## src/include/vec_alu_params.svh

```systemverilog
`ifndef VEC_ALU_PARAMS_SVH
`define VEC_ALU_PARAMS_SVH

// number of parallel lanes in one request
`define VA_LANES 4

// bits per lane operand and result
`define VA_DATA_WIDTH 16

`endif

```

## src/logic/vec_alu_pkg.sv

```systemverilog
`default_nettype none

`include "vec_alu_params.svh"

package vec_alu_pkg;

   // request opcodes, all unsigned
   typedef enum logic [1:0] {
      OP_ADD  = 2'b00,
      OP_SUB  = 2'b01,
      OP_SLTU = 2'b10,
      OP_SEQ  = 2'b11
   } alu_op_e;

   // lane result source chosen by the dispatcher
   typedef enum logic [1:0] {
      SEL_SUM = 2'b00,
      SEL_LT  = 2'b01,
      SEL_EQ  = 2'b10
   } res_sel_e;

   // one lane operand or result
   typedef logic [`VA_DATA_WIDTH-1:0] lane_word_t;

endpackage

`default_nettype wire

```

## src/logic/lane_if.sv

```systemverilog
`default_nettype none

// dispatcher to lane request, one per lane
interface lane_req_if;
   import vec_alu_pkg::*;

   logic       valid;
   // lane is unmasked
   logic       active;
   // subtract instead of add
   logic       sub_en;
   res_sel_e   sel;
   lane_word_t a;
   lane_word_t b;

   modport disp (output valid, active, sub_en, sel, a, b);
   modport lane (input  valid, active, sub_en, sel, a, b);

endinterface

// lane to collector response, one per lane
interface lane_rsp_if;
   import vec_alu_pkg::*;

   logic       valid;
   logic       active;
   lane_word_t res;
   // adder carry out, no borrow on subtract
   logic       carry;
   // chosen result is all zero
   logic       zero;

   modport lane (output valid, active, res, carry, zero);
   modport coll (input  valid, active, res, carry, zero);

endinterface

`default_nettype wire

```

## src/logic/carry_lookahead.sv

```systemverilog
`default_nettype none

module carry_lookahead #(
   parameter int DATA_WIDTH = 16
) (
   input  logic [DATA_WIDTH-1:0] op1_i,
   input  logic [DATA_WIDTH-1:0] op2_i,
   input  logic                  add_op_i,
   output logic [DATA_WIDTH-1:0] res_o,
   output logic                  cout_o
);

   // per-bit generate and propagate
   logic [DATA_WIDTH-1:0] g;
   logic [DATA_WIDTH-1:0] p;
   // second operand after optional inversion
   logic [DATA_WIDTH-1:0] op2_x;
   // carry chain, c[0] is the carry in
   logic [DATA_WIDTH:0]   c;

   // subtract is a + ~b + 1
   assign op2_x = add_op_i ? op2_i : ~op2_i;
   assign c[0]  = ~add_op_i;

   genvar i;
   generate
      for (i = 0; i < DATA_WIDTH; i = i + 1) begin : g_bit
         assign g[i]     = op1_i[i] & op2_x[i];
         assign p[i]     = op1_i[i] ^ op2_x[i];
         // carry into the next bit
         assign c[i + 1] = g[i] | (p[i] & c[i]);
         assign res_o[i] = p[i] ^ c[i];
      end
   endgenerate

   // on subtract a set carry means no borrow, so a >= b
   assign cout_o = c[DATA_WIDTH];

endmodule

`default_nettype wire

```

## src/logic/lane_alu.sv

```systemverilog
`default_nettype none

`include "vec_alu_params.svh"

module lane_alu (
   input  logic     clk_i,
   input  logic     rst_i,
   lane_req_if.lane req_i,
   lane_rsp_if.lane rsp_o
);
   import vec_alu_pkg::*;

   // raw adder output
   lane_word_t sum;
   logic       cout;
   // selected result and its zero flag
   lane_word_t res_d;
   logic       zero_d;

   carry_lookahead #(
      .DATA_WIDTH (`VA_DATA_WIDTH)
   ) u_cla (
      .op1_i    (req_i.a),
      .op2_i    (req_i.b),
      .add_op_i (~req_i.sub_en),
      .res_o    (sum),
      .cout_o   (cout)
   );

   always_comb begin
      case (req_i.sel)
         SEL_SUM: res_d = sum;
         // borrow on a - b means a < b
         SEL_LT:  res_d = {{(`VA_DATA_WIDTH-1){1'b0}}, ~cout};
         // zero difference means a == b
         SEL_EQ:  res_d = {{(`VA_DATA_WIDTH-1){1'b0}}, (sum == '0)};
         default: res_d = sum;
      endcase
   end

   assign zero_d = (res_d == '0);

   always_ff @(posedge clk_i) begin
      if (rst_i) begin
         rsp_o.valid <= 1'b0;
      end else begin
         rsp_o.valid <= req_i.valid;
      end
   end

   // response payload
   always_ff @(posedge clk_i) begin
      rsp_o.active <= req_i.active;
      rsp_o.res    <= res_d;
      rsp_o.carry  <= cout;
      rsp_o.zero   <= zero_d;
   end

endmodule

`default_nettype wire

```

## src/logic/op_dispatch.sv

```systemverilog
`default_nettype none

`include "vec_alu_params.svh"

module op_dispatch (
   input  logic                                     clk_i,
   input  logic                                     rst_i,
   input  logic                                     valid_i,
   input  vec_alu_pkg::alu_op_e                     op_i,
   input  logic [`VA_LANES*`VA_DATA_WIDTH-1:0]      a_i,
   input  logic [`VA_LANES*`VA_DATA_WIDTH-1:0]      b_i,
   input  logic [`VA_LANES-1:0]                     mask_i,
   input  logic                                     bcast_i,
   lane_req_if.disp                                 req_o [`VA_LANES]
);
   import vec_alu_pkg::*;

   // decoded opcode, shared by all lanes
   logic     sub_en_d;
   res_sel_e sel_d;

   always_comb begin
      sub_en_d = 1'b1;
      sel_d    = SEL_SUM;
      case (op_i)
         OP_ADD: begin
            sub_en_d = 1'b0;
            sel_d    = SEL_SUM;
         end
         OP_SUB: begin
            sel_d = SEL_SUM;
         end
         // less-than comes from the borrow of a - b
         OP_SLTU: begin
            sel_d = SEL_LT;
         end
         // equality checks the difference for zero
         OP_SEQ: begin
            sel_d = SEL_EQ;
         end
         default: begin
            sub_en_d = 1'b0;
         end
      endcase
   end

   genvar i;
   generate
      for (i = 0; i < `VA_LANES; i = i + 1) begin : g_lane
         lane_word_t b_sel;

         // broadcast copies lane 0 of b to every lane
         assign b_sel = bcast_i ? b_i[`VA_DATA_WIDTH-1:0]
                                : b_i[i*`VA_DATA_WIDTH +: `VA_DATA_WIDTH];

         always_ff @(posedge clk_i) begin
            if (rst_i) begin
               req_o[i].valid <= 1'b0;
            end else begin
               req_o[i].valid <= valid_i;
            end
         end

         // lane operands and decoded controls
         always_ff @(posedge clk_i) begin
            req_o[i].active <= mask_i[i];
            req_o[i].sub_en <= sub_en_d;
            req_o[i].sel    <= sel_d;
            req_o[i].a      <= a_i[i*`VA_DATA_WIDTH +: `VA_DATA_WIDTH];
            req_o[i].b      <= b_sel;
         end
      end
   endgenerate

endmodule

`default_nettype wire

```

## src/logic/result_collect.sv

```systemverilog
`default_nettype none

`include "vec_alu_params.svh"

module result_collect (
   input  logic                                clk_i,
   input  logic                                rst_i,
   lane_rsp_if.coll                            rsp_i [`VA_LANES],
   output logic                                valid_o,
   output logic [`VA_LANES*`VA_DATA_WIDTH-1:0] res_o,
   output logic [`VA_LANES-1:0]                carry_o,
   output logic [`VA_LANES-1:0]                zero_o
);

   // packed next-state values, one slice per lane
   wire [`VA_LANES*`VA_DATA_WIDTH-1:0] res_d;
   wire [`VA_LANES-1:0]                carry_d;
   wire [`VA_LANES-1:0]                zero_d;
   // lane holds a live, unmasked result
   wire [`VA_LANES-1:0]                keep;

   genvar i;
   generate
      for (i = 0; i < `VA_LANES; i = i + 1) begin : g_lane
         assign keep[i] = rsp_i[i].valid & rsp_i[i].active;
         // masked or idle lanes read as zero
         assign res_d[i*`VA_DATA_WIDTH +: `VA_DATA_WIDTH] =
            keep[i] ? rsp_i[i].res : '0;
         assign carry_d[i] = keep[i] & rsp_i[i].carry;
         assign zero_d[i]  = keep[i] & rsp_i[i].zero;
      end
   endgenerate

   // all lanes move in lockstep, lane 0 stands for the vector
   always_ff @(posedge clk_i) begin
      if (rst_i) begin
         valid_o <= 1'b0;
         res_o   <= '0;
         carry_o <= '0;
         zero_o  <= '0;
      end else begin
         valid_o <= rsp_i[0].valid;
         res_o   <= res_d;
         carry_o <= carry_d;
         zero_o  <= zero_d;
      end
   end

endmodule

`default_nettype wire

```

## src/logic/vec_alu_top.sv

```systemverilog
`default_nettype none

`include "vec_alu_params.svh"

module vec_alu_top (
   input  logic                                clk_i,
   input  logic                                rst_i,
   input  logic                                valid_i,
   input  vec_alu_pkg::alu_op_e                op_i,
   input  logic [`VA_LANES*`VA_DATA_WIDTH-1:0] a_i,
   input  logic [`VA_LANES*`VA_DATA_WIDTH-1:0] b_i,
   input  logic [`VA_LANES-1:0]                mask_i,
   input  logic                                bcast_i,
   output logic                                valid_o,
   output logic [`VA_LANES*`VA_DATA_WIDTH-1:0] res_o,
   output logic [`VA_LANES-1:0]                carry_o,
   output logic [`VA_LANES-1:0]                zero_o
);

   // one request and one response link per lane
   lane_req_if req_if [`VA_LANES] ();
   lane_rsp_if rsp_if [`VA_LANES] ();

   // stage 1, decode and slice
   op_dispatch u_disp (
      .clk_i   (clk_i),
      .rst_i   (rst_i),
      .valid_i (valid_i),
      .op_i    (op_i),
      .a_i     (a_i),
      .b_i     (b_i),
      .mask_i  (mask_i),
      .bcast_i (bcast_i),
      .req_o   (req_if)
   );

   // stage 2, identical lanes
   genvar i;
   generate
      for (i = 0; i < `VA_LANES; i = i + 1) begin : g_lane
         lane_alu u_lane (
            .clk_i (clk_i),
            .rst_i (rst_i),
            .req_i (req_if[i]),
            .rsp_o (rsp_if[i])
         );
      end
   endgenerate

   // stage 3, pack and mask
   result_collect u_coll (
      .clk_i   (clk_i),
      .rst_i   (rst_i),
      .rsp_i   (rsp_if),
      .valid_o (valid_o),
      .res_o   (res_o),
      .carry_o (carry_o),
      .zero_o  (zero_o)
   );

endmodule

`default_nettype wire

```

## config.mk

```make
export PLATFORM = sky130hd
export DESIGN_NAME = vec_alu_top
export DESIGN_NICKNAME = d
export VERILOG_FILES = /design/src/logic/vec_alu_pkg.sv /design/src/logic/lane_if.sv /design/src/logic/carry_lookahead.sv /design/src/logic/lane_alu.sv /design/src/logic/op_dispatch.sv /design/src/logic/result_collect.sv /design/src/logic/vec_alu_top.sv
export VERILOG_INCLUDE_DIRS = /design/src /design/src/include
export SDC_FILE = /design/constraint.sdc
export NUM_CORES = 1
export LEC_CHECK = 0
export BUFFER_PORTS_ARGS = -buffer_cell sky130_fd_sc_hd__buf_2
export CAP_MARGIN = 20
export CORE_ASPECT_RATIO = 1.2
export CORE_MARGIN = 1
export CORE_UTILIZATION = 25
export DETAILED_ROUTE_END_ITERATION = 8
export HOLD_SLACK_MARGIN = 0.12
export MAX_ROUTING_LAYER = met4
export PLACE_DENSITY_LB_ADDON = 0.2
export SLEW_MARGIN = 20
export SYNTH_ARGS = -nofsm -noshare
export SYNTH_HDL_FRONTEND = slang
export SYNTH_SLANG_ARGS = --single-unit
export TNS_END_PERCENT = 10
```

## constraint.sdc

```tcl
create_clock -name clk_i -period 7.4 [get_ports clk_i]
set_input_delay 0.74 -clock clk_i [delete_from_list [all_inputs] [get_ports clk_i]]
set_output_delay 0.74 -clock clk_i [all_outputs]
set_load 0.05 [all_outputs]
```

==> results.md, run 1 <==
* MaxCap Viol Count at 0
* Final worst slack at 203 ps
* Commonest non-fill, non-tap cell in the layout: dfxtp_1
* Switch share at 24.1%
* Net Sw Power at 0.000909 W
* CP Max Fanout at 7
* Initial antenna violation count at 1
* Top FF cell, synth: dfxtp_1
* Initial Util at 25.4%
* Mean area per synthesized cell at 12.3 um^2
* Final instance area at 0.0122 mm^2
* Core ar. at 0.0369 mm^2
* Slew Viols, Final at 0
* Synthesized net count at 963
* Max Buffers Root-to-Sink at 3
* # port buffers at 210
* Status: finished clean
* Clk network pwr share at 41.3%
* Hpwl dp at 19000 um
* Final hold vios at 0
* Internal power at 0.00287 W
* HP Class: input port to flip-flop
* Non-filler cells, final at 1484
* Area delta synth->final at 30.1%
* GRT busiest layer: met2
* Final min period at 7200 ps
* CTS HTree Levels at 1
* Drt pass-1 iters at 4
* Largest net degree at the start of global routing at 71
* Post-place setup slack at -341 ps
* Final wirelength at 25000 um
* Post-placement cell area at 0.0110 mm^2
* Gr usage total at 13.6%
* Worst-path clk slew at 60 ps
* CTS tree: yes
* Met2 usage at 22.5%
* Synth Warn # at 0
* Commonest cells after routing, fill and taps aside: dfxtp_1 (284), buf_2 (209), and3_1 (74)
* Critical path launch point type: flip-flop
* Reg2reg setup slack at 200 ps
* I/O pin count at 211
* RePlAce Congestion at 0.800
* Share of power burned in registers at 46.2%
* Setup TNS at 0 ps
* Root Driver: clkbuf_16
* Average routed wire per standard cell at 16.9 um
* Crit. End Element: flip-flop
* Layout cells sized above 1 at 33.2%
* Post-synth ARST share at 0%
* Worst vdd ir at 0.208 mV
* Post-Syn Area at 0.00939 mm^2
* Fillers at 3781
* Skew-Pair Late Insertion Delay at 570 ps
* FMAX at 0.139 GHz
* Global route total overflow at 0
* 1st-iter DRT viols at 136
* Sequential area share after synthesis at 61.0%
* RSZ-0062 raised after global routing: yes
* Total die area at 0.0383 mm^2
* First-pass GRT wire length at 36600 um
* Via Count at 5702
* Worst slew margin at 57.3%
* GR Layer Usage met3 at 2.43%
* Post-route clock period utilization at 97.3%
* Met1 global-route usage at 16.6%
* Height of the die at 214 um
* Rows at 77
* DP Cell Count at 1429
* DRC viols at 0
* Worst Path Arrival at 7710 ps
* Max Clock Skew at 24.4 ps
* Total power draw at 0.00378 W
* CP Data Required Time at 7910 ps
* Via density at 3.84
* Yosys cell types at 32
* Crit Path Class: flip-flop to flip-flop
* CTS sink count at 286
* Synthesized netlist cell count at 763
* Final ANT Viol Nets at 0
* Post-synth EDFFs at 0
* Die Wd at 179 um
* CTS Buf Count at 30
* Combinational power share at 12.6%
* Final nets at 1188
* Register bit total from synthesis at 286
* Final setup viols at 0
* Vias in the first global route at 6076
* Leakage at 5.67 nW
* Slew @ Worst Pin at 641 ps
* P per Cell Area at 309 mW/mm^2
## state kept, by name, summed over array words and instances, names as in the netlist
register,cells
u_disp.req_o.sub_en,1
g_lane.u_lane.rsp_o.res,64
u_coll.carry_o,4
u_coll.res_o,64
u_disp.req_o.valid,1
g_lane.u_lane.rsp_o.zero,4
g_lane.u_lane.rsp_o.carry,4
u_disp.req_o.b,64
u_disp.req_o.sel,2
g_lane.u_lane.rsp_o.active,4
u_disp.req_o.a,64
u_coll.zero_o,4
g_lane.u_lane.rsp_o.valid,1
u_coll.valid_o,1
u_disp.req_o.active,4
## repair_timing
action | CTS | global route
pin swaps | 1 | 5
hold buffers | 0 | 0
setup buffers | 1 | 0
gates resized for setup | 25 | 24
endpoints found under the setup margin | 8 | 8
## kinds of logic after synthesis
logic type	synth area share (%)
multiplexers	0.480
adder cells (fa/ha/maj)	13.1
AND/OR/NAND/NOR	12.1
flip-flops	61.0
AO/OA/AOI/OAI	3.29
buffers and inverters	4.12
XOR/XNOR	5.97
## per-layer routing
layer / wire [um] / part of all wire (%)
met1: 10900 / 43
met2: 12300 / 49
met4: 547 / 2.2
met5: 0 / 0
met3: 1330 / 5.3
## cell usage after synthesis (2+ instances only)
master / count / area share [%]
ha_1: 2 / 0.27
a21oi_1: 2 / 0.11
fa_1: 60 / 13
xnor2_1: 12 / 1.1
and3_1: 74 / 4.9
nor4b_1: 3 / 0.28
nand2_1: 22 / 0.88
inv_1: 68 / 2.7
buf_2: 6 / 0.32
nand4_1: 2 / 0.13
mux2_2: 4 / 0.48
clkbuf_1: 26 / 1.0
nand3_1: 2 / 0.11
nor2b_1: 14 / 0.93
dfxtp_1: 286 / 61
o21ai_0: 52 / 2.8
nor3_1: 4 / 0.21
a311o_1: 2 / 0.21
nor4_1: 5 / 0.33
and2_1: 54 / 3.6
xor2_1: 52 / 4.9
## final timing paths
path	start	to	cells after the start
setup / recovery	u_disp.req_o[0].sub_en$_DFF_P_	g_lane[3].u_lane.rsp_o.res[0]$_DFF_P_	23
hold / removal	a_i[9]	u_disp.req_o[0].a[9]$_DFF_P_	1
setup reg to reg	u_disp.req_o[0].sub_en$_DFF_P_	g_lane[3].u_lane.rsp_o.res[0]$_DFF_P_	23
hold reg to reg	u_disp.req_o[1].active$_DFF_P_	g_lane[1].u_lane.rsp_o.active$_DFF_P_	0
## layout make-up
class	instances	area, um^2	share of cell area, %
sequential	286	5730	46.9
multi-input combinational	376	3420	28.0
timing repair buffer	226	1180	9.67
clock buffer	39	815	6.67
tap	474	593	4.86
inverter	68	255	2.09
clock inverter	14	216	1.77
antenna	1	2.50	0.0205
## through the flow
step	hold slack, ps	util, %
floorplan	310	-
global placement	313	29.9
detailed placement	314	29.9
CTS	227	32.9
global route	231	33.1
finish	264	33.1
## power by group through the flow
stage          registers (W)  logic (W)  clock network (W)
2_1_floorplan        0.00178   0.000283                  0
6_report             0.00174   0.000474            0.00156
3_3_place_gp         0.00178   0.000468                  0
3_5_place_dp         0.00178   0.000467                  0
5_1_grt              0.00176   0.000546            0.00168
4_1_cts              0.00175   0.000480            0.00161
## worst max-delay path: stages, from the launching register on
cell      delay [ps]
dfxtp_4          390
buf_8            150
xor2_1           170
fa_2             350
fa_2             370
fa_2             370
fa_2             380
fa_2             370
fa_2             370
fa_2             380
fa_2             380
fa_2             370
fa_2             370
fa_2             380
fa_2             370
inv_2             70
fa_2             200
fa_1             160
inv_1             60
fa_1             460
or4_4            550
nor2_4           110
a311o_1          190
a21boi_2         150
(Power assumes the default switching activity.)
==> run 2, diff against run 1 <==
SYNTH_HIERARCHICAL = 1   (was default)
==> results.md, run 2 <==
* CP max-delay cell: fa_1
* Worst slew margin at 47.3% (-10 points)
* Worst hold slack at 269 ps (+5.45 ps)
* Via density at 3.74 (-2.6%)
* Global route total overflow at 0 (unchanged)
* CP Data Required Time at 7840 ps (-70 ps)
* Crit Path Class: flip-flop to flip-flop
* 1st-iter DRT viols at 121 (-11%)
* CTS Hold Buffers Added at 0 (unchanged)
* Final ANT Viol Nets at 0 (unchanged)
* Mux share of post-synthesis cell area at 5.78% (+5.3 points)
* Worst vdd ir at 0.175 mV (-16%)
* Final setup viols at 0 (unchanged)
* Initial antenna violation count at 7 (+6)
* DP Cell Count at 1555 (+8.8%)
* Initial Util at 25.5% (about the same)
* Gr usage total at 12.5% (-1.0 points)
* CP max stage delay at 430 ps (-120 ps)
* Most frequent CP cell: fa_2
* Multi-input gate area at 0.00405 mm^2 (+19%)
* HP Class: input port to flip-flop
* Area delta synth->final at 23.8%
* Leakage at 6.33 nW (+12%)
* CTS Buf Count at 30 (unchanged)
* Post-synth EDFFs at 0 (unchanged)
* Reg2reg setup slack at 50 ps (-150 ps)
* Vias in the first global route at 6639 (+9.3%)
* Rows at 82 (+6.5%)
* Layout cells sized above 1 at 35.5% (+2.3 points)
* Die Wd at 190 um (+6.5%)
* Largest family of logic cells by synthesized area: simple AND/OR/NAND/NOR gates
* FMAX at 0.136 GHz (-2.0%)
* Skew-Pair Late Insertion Delay at 570 ps (about the same)
* Critical path launch point type: flip-flop
* Cell with the most instances after synthesis: dfxtp_1
* Final wirelength at 26300 um (+5.1%)
* Register bit total from synthesis at 289 (+1.0%)
* Largest cells by area after synthesis: dfxtp_1 (54%), fa_1 (11%), and4b_1 (6.8%)
* Max Buffers Root-to-Sink at 3 (unchanged)
* # port buffers at 210 (unchanged)
* Mean area per synthesized cell at 12.8 um^2 (+3.7%)
* Reg2reg path depth at 22 (-4.3%)
* Root Driver: clkbuf_16
* Status: finished clean
* CP cell instances: inv_2 -> xor2_1 -> fa_2 -> fa_2 -> fa_2 -> fa_2 -> fa_2 -> fa_2 -> fa_2 -> fa_1 -> fa_1 -> fa_1 -> fa_2 -> fa_1 -> fa_1 -> fa_1 -> inv_1 -> fa_1 -> nor4_1 -> nand4_1 -> o221ai_2 -> o21ai_0
* Post-route clock period utilization at 99.3% (+2.0 points)
* Synth Warn # at 6 (+6)
* Max Clock Skew at 17.4 ps (-7.03 ps)
* RSZ-0062 raised after global routing: yes
* Reg area at 0.00579 mm^2 (+1.0%)
* DRC viols at 0 (unchanged)
* Post-synthesis adder-cell area fraction at 12.2% (-0.85 points)
* Crit. End Element: flip-flop
* Fillers at 4333 (+15%)
* Largest net degree at the start of global routing at 79 (+11%)
* Hpwl dp at 20400 um (+7.3%)
* Buf/Inv on CP at 2 (-1)
* Post-synthesis simple-gate area fraction at 12.5% (+0.39 points)
* Hold Path Depth at 1 (unchanged)
* Average routed wire per standard cell at 16.3 um (-3.5%)
* CTS sink count at 289 (+1.0%)
* Setup TNS at 0 ps (unchanged)
* Drt pass-1 iters at 4 (unchanged)
* Worst r2r dst: g_lane[2].u_lane/rsp_o.zero$_DFF_P_
* Core ar. at 0.0419 mm^2 (+13%)
* Final nets at 1249 (+5.1%)
* Total die area at 0.0435 mm^2 (+13%)
* Non-filler cells, final at 1616 (+8.9%)
* I/O pin count at 211 (unchanged)
* Worst Path Arrival at 7790 ps (+80 ps)
* Top post-synthesis cells by count: dfxtp_1 (289), inv_1 (140), and4b_1 (72), fa_1 (60), xor2_1 (60)
* WHS Endpoint: u_disp/req_o[2].a[0]$_DFF_P_
* Commonest cells after routing, fill and taps aside: dfxtp_1 (288), buf_2 (209), inv_1 (137)
* Final min period at 7350 ps (+150 ps)
* Area leader, netlist: dfxtp_1
* Worst-path clk slew at 70 ps (about the same)
* Post-synth ARST share at 0% (unchanged)
* Sequential area share after synthesis at 54.3% (-6.7 points)
* CP Max Fanout at 4 (-3)
* Commonest non-fill, non-tap cell in the layout: dfxtp_1
* Synthesized netlist cell count at 835 (+9.4%)
* RePlAce Congestion at 0.742 (-7.3%)
* Post-synthesis xor/xnor area fraction at 5.26% (-0.71 points)
* Crit-path leading delay family: adder cells
* Synth top area share at 54.3% (-6.7 points)
* Slew Viols, Final at 0 (unchanged)
* Hold Crit Start: a_i[32]
* Height of the die at 228 um (+6.5%)
* P per Cell Area at 285 mW/mm^2 (-7.8%)
* Synthesized net count at 1041 (+8.1%)
* Yosys cell types at 26 (-19%)
* First-pass GRT wire length at 39000 um (+6.7%)
* CTS HTree Levels at 1 (unchanged)
* Final hold vios at 0 (unchanged)
* Top FF cell, synth: dfxtp_1
* Synth Area in Compound Gates at 1.22% (-2.1 points)
* MaxCap Viol Count at 0 (unchanged)
* Via Count at 6045 (+6.0%)
* CTS tree: yes
* Slew @ Worst Pin at 791 ps (+149 ps)
* Worst r2r src: u_disp/req_o[3].sub_en$_DFF_P_
* Post-Syn Area at 0.0107 mm^2 (+13%)
-- run 2: cell count changes in the layout (fill, tap and decap cells not counted), moves of 8 or more --
cell     change
and3_1      -74
and4b_1     +71
fa_1         +8
fa_2         -8
inv_1       +70
mux2_2      +24
mux2_4      +20
nand2_1     -22
o21ai_0     -47
xnor2_1      -8
xor2_1       +8
-- run 2: worst max-delay path by stage --
stage	from	to	slack, ps	cells after the start
4_1_cts	u_disp/req_o[3].sub_en$_DFF_P_	g_lane[3].u_lane/rsp_o.zero$_DFF_P_	-20	24
2_1_floorplan	u_disp/req_o[3].sub_en$_DFF_P_	g_lane[2].u_lane/rsp_o.zero$_DFF_P_	-30	26
3_5_place_dp	u_disp/req_o[3].sub_en$_DFF_P_	g_lane[2].u_lane/rsp_o.zero$_DFF_P_	-300	22
3_3_place_gp	u_disp/req_o[3].sub_en$_DFF_P_	g_lane[2].u_lane/rsp_o.zero$_DFF_P_	-160	22
6_report	u_disp/req_o[3].sub_en$_DFF_P_	g_lane[2].u_lane/rsp_o.zero$_DFF_P_	50	22
5_1_grt	u_disp/req_o[3].sub_en$_DFF_P_	g_lane[3].u_lane/rsp_o.zero$_DFF_P_	-290	24
-- run 2: metal layers --
| metal | vias to the layer above | track usage (%) | wire, um |
|---|---|---|---|
| li1 | 3042 | - | - |
| met1 | 2806 | 15.0 | 11500 |
| met2 | 159 | 21.4 | 13000 |
| met3 | 38 | 1.89 | 1220 |
| met4 | 0 | 4.10 | 572 |
| met5 | - | - | 0 |
-- run 2: timing repair --
action | CTS | global route
resized for setup | 18 | 14
buffers inserted | 2 | 0
pin swaps | 5 | 5
setup endpoints to repair | 8 | 8
-- run 2: area by class of cell --
cell class | count | area share, %
Sequential cell | 289 | 43.9
Multi-Input combinational cell | 361 | 30.7
Timing Repair Buffer | 221 | 8.64
Clock buffer | 45 | 6.73
Tap cell | 546 | 5.18
Inverter | 140 | 4.01
Clock inverter | 11 | 0.787
Antenna cell | 3 | 0.0569
-- run 2: power by group --
part,internal (W),switching [W],total (W)
registers,0.00171,0.0000531,0.00176
logic,0.000233,0.000283,0.000516
clock network,0.000867,0.000620,0.00149
-- run 2: metrics by stage --
step	utilization (%)	worst slack [ps]	total power (W)	area [um^2]
after floorplan	-	-26.5	0.00215	10700
final	31.5	52.7	0.00376	13200
after detailed placement	28.9	-302	0.00232	12100
after global placement	28.9	-165	0.00232	12100
after CTS	31.4	-22.0	0.00384	13100
after global routing	31.5	-287	0.00399	13200
-- run 2: kinds of logic (layout without fill, tap and decap cells) --
kind of cell | Yosys count | in the layout
AO/OA/AOI/OAI | 16 | 16
XOR/XNOR | 64 | 64
adder cells (fa/ha/maj) | 68 | 68
buffers and inverters | 185 | 417
flip-flops | 289 | 289
multiplexers | 48 | 48
other | 0 | 3
AND/OR/NAND/NOR | 165 | 165
==> run 3, diff against run 2 <==
==> constraint.sdc (replaced) <==
create_clock -name clk_i -period 7.4 [get_ports clk_i]
set_input_delay 0.37 -clock clk_i [delete_from_list [all_inputs] [get_ports clk_i]]
set_output_delay 0.37 -clock clk_i [all_outputs]
set_load 0.05 [all_outputs]
==> results.md, run 3 (synthesis results as in run 2) <==
* Post-route clock period utilization at 99.4% (about the same)
* Height of the die at 228 um (unchanged)
* Reg area at 0.00579 mm^2 (unchanged)
* Final hold vios at 0 (unchanged)
* P per Cell Area at 262 mW/mm^2 (-8.0%)
* Share of power burned in registers at 46.1% (-0.7 points)
* Die Wd at 190 um (unchanged)
* CP Max Fanout at 4 (unchanged)
* CTS sink count at 289 (unchanged)
* MaxCap Viol Count at 0 (unchanged)
* Final ANT Viol Nets at 0 (unchanged)
* I/O pin count at 211 (unchanged)
* Max Buffers Root-to-Sink at 3 (unchanged)
* RePlAce Congestion at 0.742 (unchanged)
* RSZ-0062 raised after global routing: yes
* Global route total overflow at 0 (unchanged)
* CTS HTree Levels at 1 (unchanged)
* Slew Viols, Final at 0 (unchanged)
* Drt pass-1 iters at 4 (unchanged)
* Post-placement cell area at 0.0121 mm^2 (unchanged)
* Crit Path Class: flip-flop to flip-flop
* Final Core Density at 34.8% (+3.3 points)
* Via Count at 6549 (+8.3%)
* Max Clock Skew at 16.7 ps (-0.684 ps)
* Reg2reg setup slack at 50 ps (about the same)
* CP max-delay cell: fa_1
* Status: finished clean
* Slew @ Worst Pin at 793 ps (+2.34 ps)
* Most frequent CP cell: fa_2
* Commonest cells after routing, fill and taps aside: dfxtp_1 (288), buf_2 (209), inv_1 (137)
* Combinational power share at 15.0% (+1.3 points)
* CTS tree: yes
* Via density at 3.74 (about the same)
* Rows at 82 (unchanged)
* Average routed wire per standard cell at 15.5 um (-4.6%)
* Leakage at 6.90 nW (+9.0%)
* Final nets at 1385 (+11%)
* Initial antenna violation count at 6 (-1)
* CP cell instances: inv_2 -> xor2_1 -> fa_2 -> fa_2 -> fa_2 -> fa_2 -> fa_2 -> fa_2 -> fa_2 -> fa_1 -> fa_1 -> fa_1 -> fa_2 -> fa_1 -> fa_1 -> fa_1 -> inv_1 -> fa_1 -> nor4_1 -> nand4_1 -> o221ai_2 -> o21ai_0
* Multi-input gate area at 0.00405 mm^2 (unchanged)
* Fillers at 4233 (-2.3%)
* 1st-iter DRT viols at 121 (unchanged)
* CP max stage delay at 430 ps (about the same)
* Area delta synth->final at 36.6%
* Reg2reg path depth at 22 (unchanged)
* Skew-Pair Late Insertion Delay at 570 ps (about the same)
* Layout cells sized above 1 at 31.5% (-4.0 points)
* Final instance area at 0.0146 mm^2 (+10%)
* Clk network pwr share at 38.9% (-0.6 points)
* DRC viols at 0 (unchanged)
* CP Data Required Time at 7840 ps (about the same)
* Gr usage total at 13.0% (+0.47 points)
* Crit-path leading delay family: adder cells
* Worst slew margin at 47.1% (-0.16 points)
* Final setup viols at 0 (unchanged)
* Root Driver: clkbuf_16
* Total die area at 0.0435 mm^2 (unchanged)
* Worst vdd ir at 0.175 mV (about the same)
* Switch share at 25.2% (-0.14 points)
* Worst Path Arrival at 7790 ps (about the same)
* Crit. End Element: flip-flop
* Core ar. at 0.0419 mm^2 (unchanged)
* # port buffers at 210 (unchanged)
* Critical path launch point type: flip-flop
* HP Class: input port to flip-flop
* Hpwl dp at 20400 um (unchanged)
* Largest net degree at the start of global routing at 79 (unchanged)
* Worst-path clk slew at 60 ps (about the same)
* Buf/Inv on CP at 2 (unchanged)
* CTS Buf Count at 30 (unchanged)
* Levels on crit path at 22 (unchanged)
* Final min period at 7350 ps (+7.30 ps)
* Final wirelength at 27200 um (+3.5%)
* Internal power at 0.00286 W (+1.7%)
* Vias in the first global route at 7229 (+8.9%)
* First-pass GRT wire length at 40900 um (+4.7%)
* Initial Util at 25.5% (unchanged)
* Net Sw Power at 0.000965 W (+0.94%)
* Hold Path Depth at 2 (+1)
* FMAX at 0.136 GHz (about the same)
* Commonest non-fill, non-tap cell in the layout: dfxtp_1
[run 3: worst paths after layout]
check / startpoint / to
max: u_disp/req_o[3].sub_en$_DFF_P_ / g_lane[2].u_lane/rsp_o.zero$_DFF_P_
min reg2reg: u_disp/req_o[3].active$_DFF_P_ / g_lane[3].u_lane/rsp_o.active$_DFF_P_
max reg2reg: u_disp/req_o[3].sub_en$_DFF_P_ / g_lane[2].u_lane/rsp_o.zero$_DFF_P_
min: rst_i / g_lane[3].u_lane/rsp_o.valid$_SDFF_PP0_
[run 3: cell type report]
class	count	area share (%)
clock buffers	45	6.10
repair buffers	357	17.2
diodes	3	0.0516
flip-flops and latches	289	39.8
multi-input cells	361	27.8
well taps	546	4.69
inverters	140	3.64
clock inverters	11	0.713
[run 3: power by group through the flow]
stage                     sequential (W)  combinational [W]  clock [W]
final                            0.00176           0.000572    0.00149
after global routing             0.00178           0.000660    0.00161
after CTS                        0.00177           0.000582    0.00155
after detailed placement         0.00180           0.000519          0
after global placement           0.00180           0.000520          0
after floorplan                  0.00179           0.000357          0
[run 3: routing by layer]
metal	vias to the layer above	wire [um]	track usage, %
li1	3315	-	-
met1	3037	11900	15.3
met2	159	13600	22.6
met3	38	1120	1.77
met4	0	577	4.10
met5	-	0	-
[run 3: what timing repair did]
item                                   CTS  global route
endpoints found under the hold margin  136             0
resized for setup                       18            14
pin swaps                                5             5
setup endpoints to repair                8             8
hold buffers                           136             0
setup buffers                            2             0
[run 3: per-stage QoR]
stage | cells | hold WS, ps | setup TNS, ps | setup WS, ps | total power [W]
floorplan | 835 | 310 | -32.1 | -26.5 | 0.00215
global placement | 1555 | 317 | -922 | -165 | 0.00232
detailed placement | 1555 | 312 | -1670 | -302 | 0.00232
CTS | 1749 | 333 | -22.0 | -22.0 | 0.00390
global route | 1749 | 345 | -1040 | -287 | 0.00405
finish | 1752 | 318 | 0 | 45.4 | 0.00382
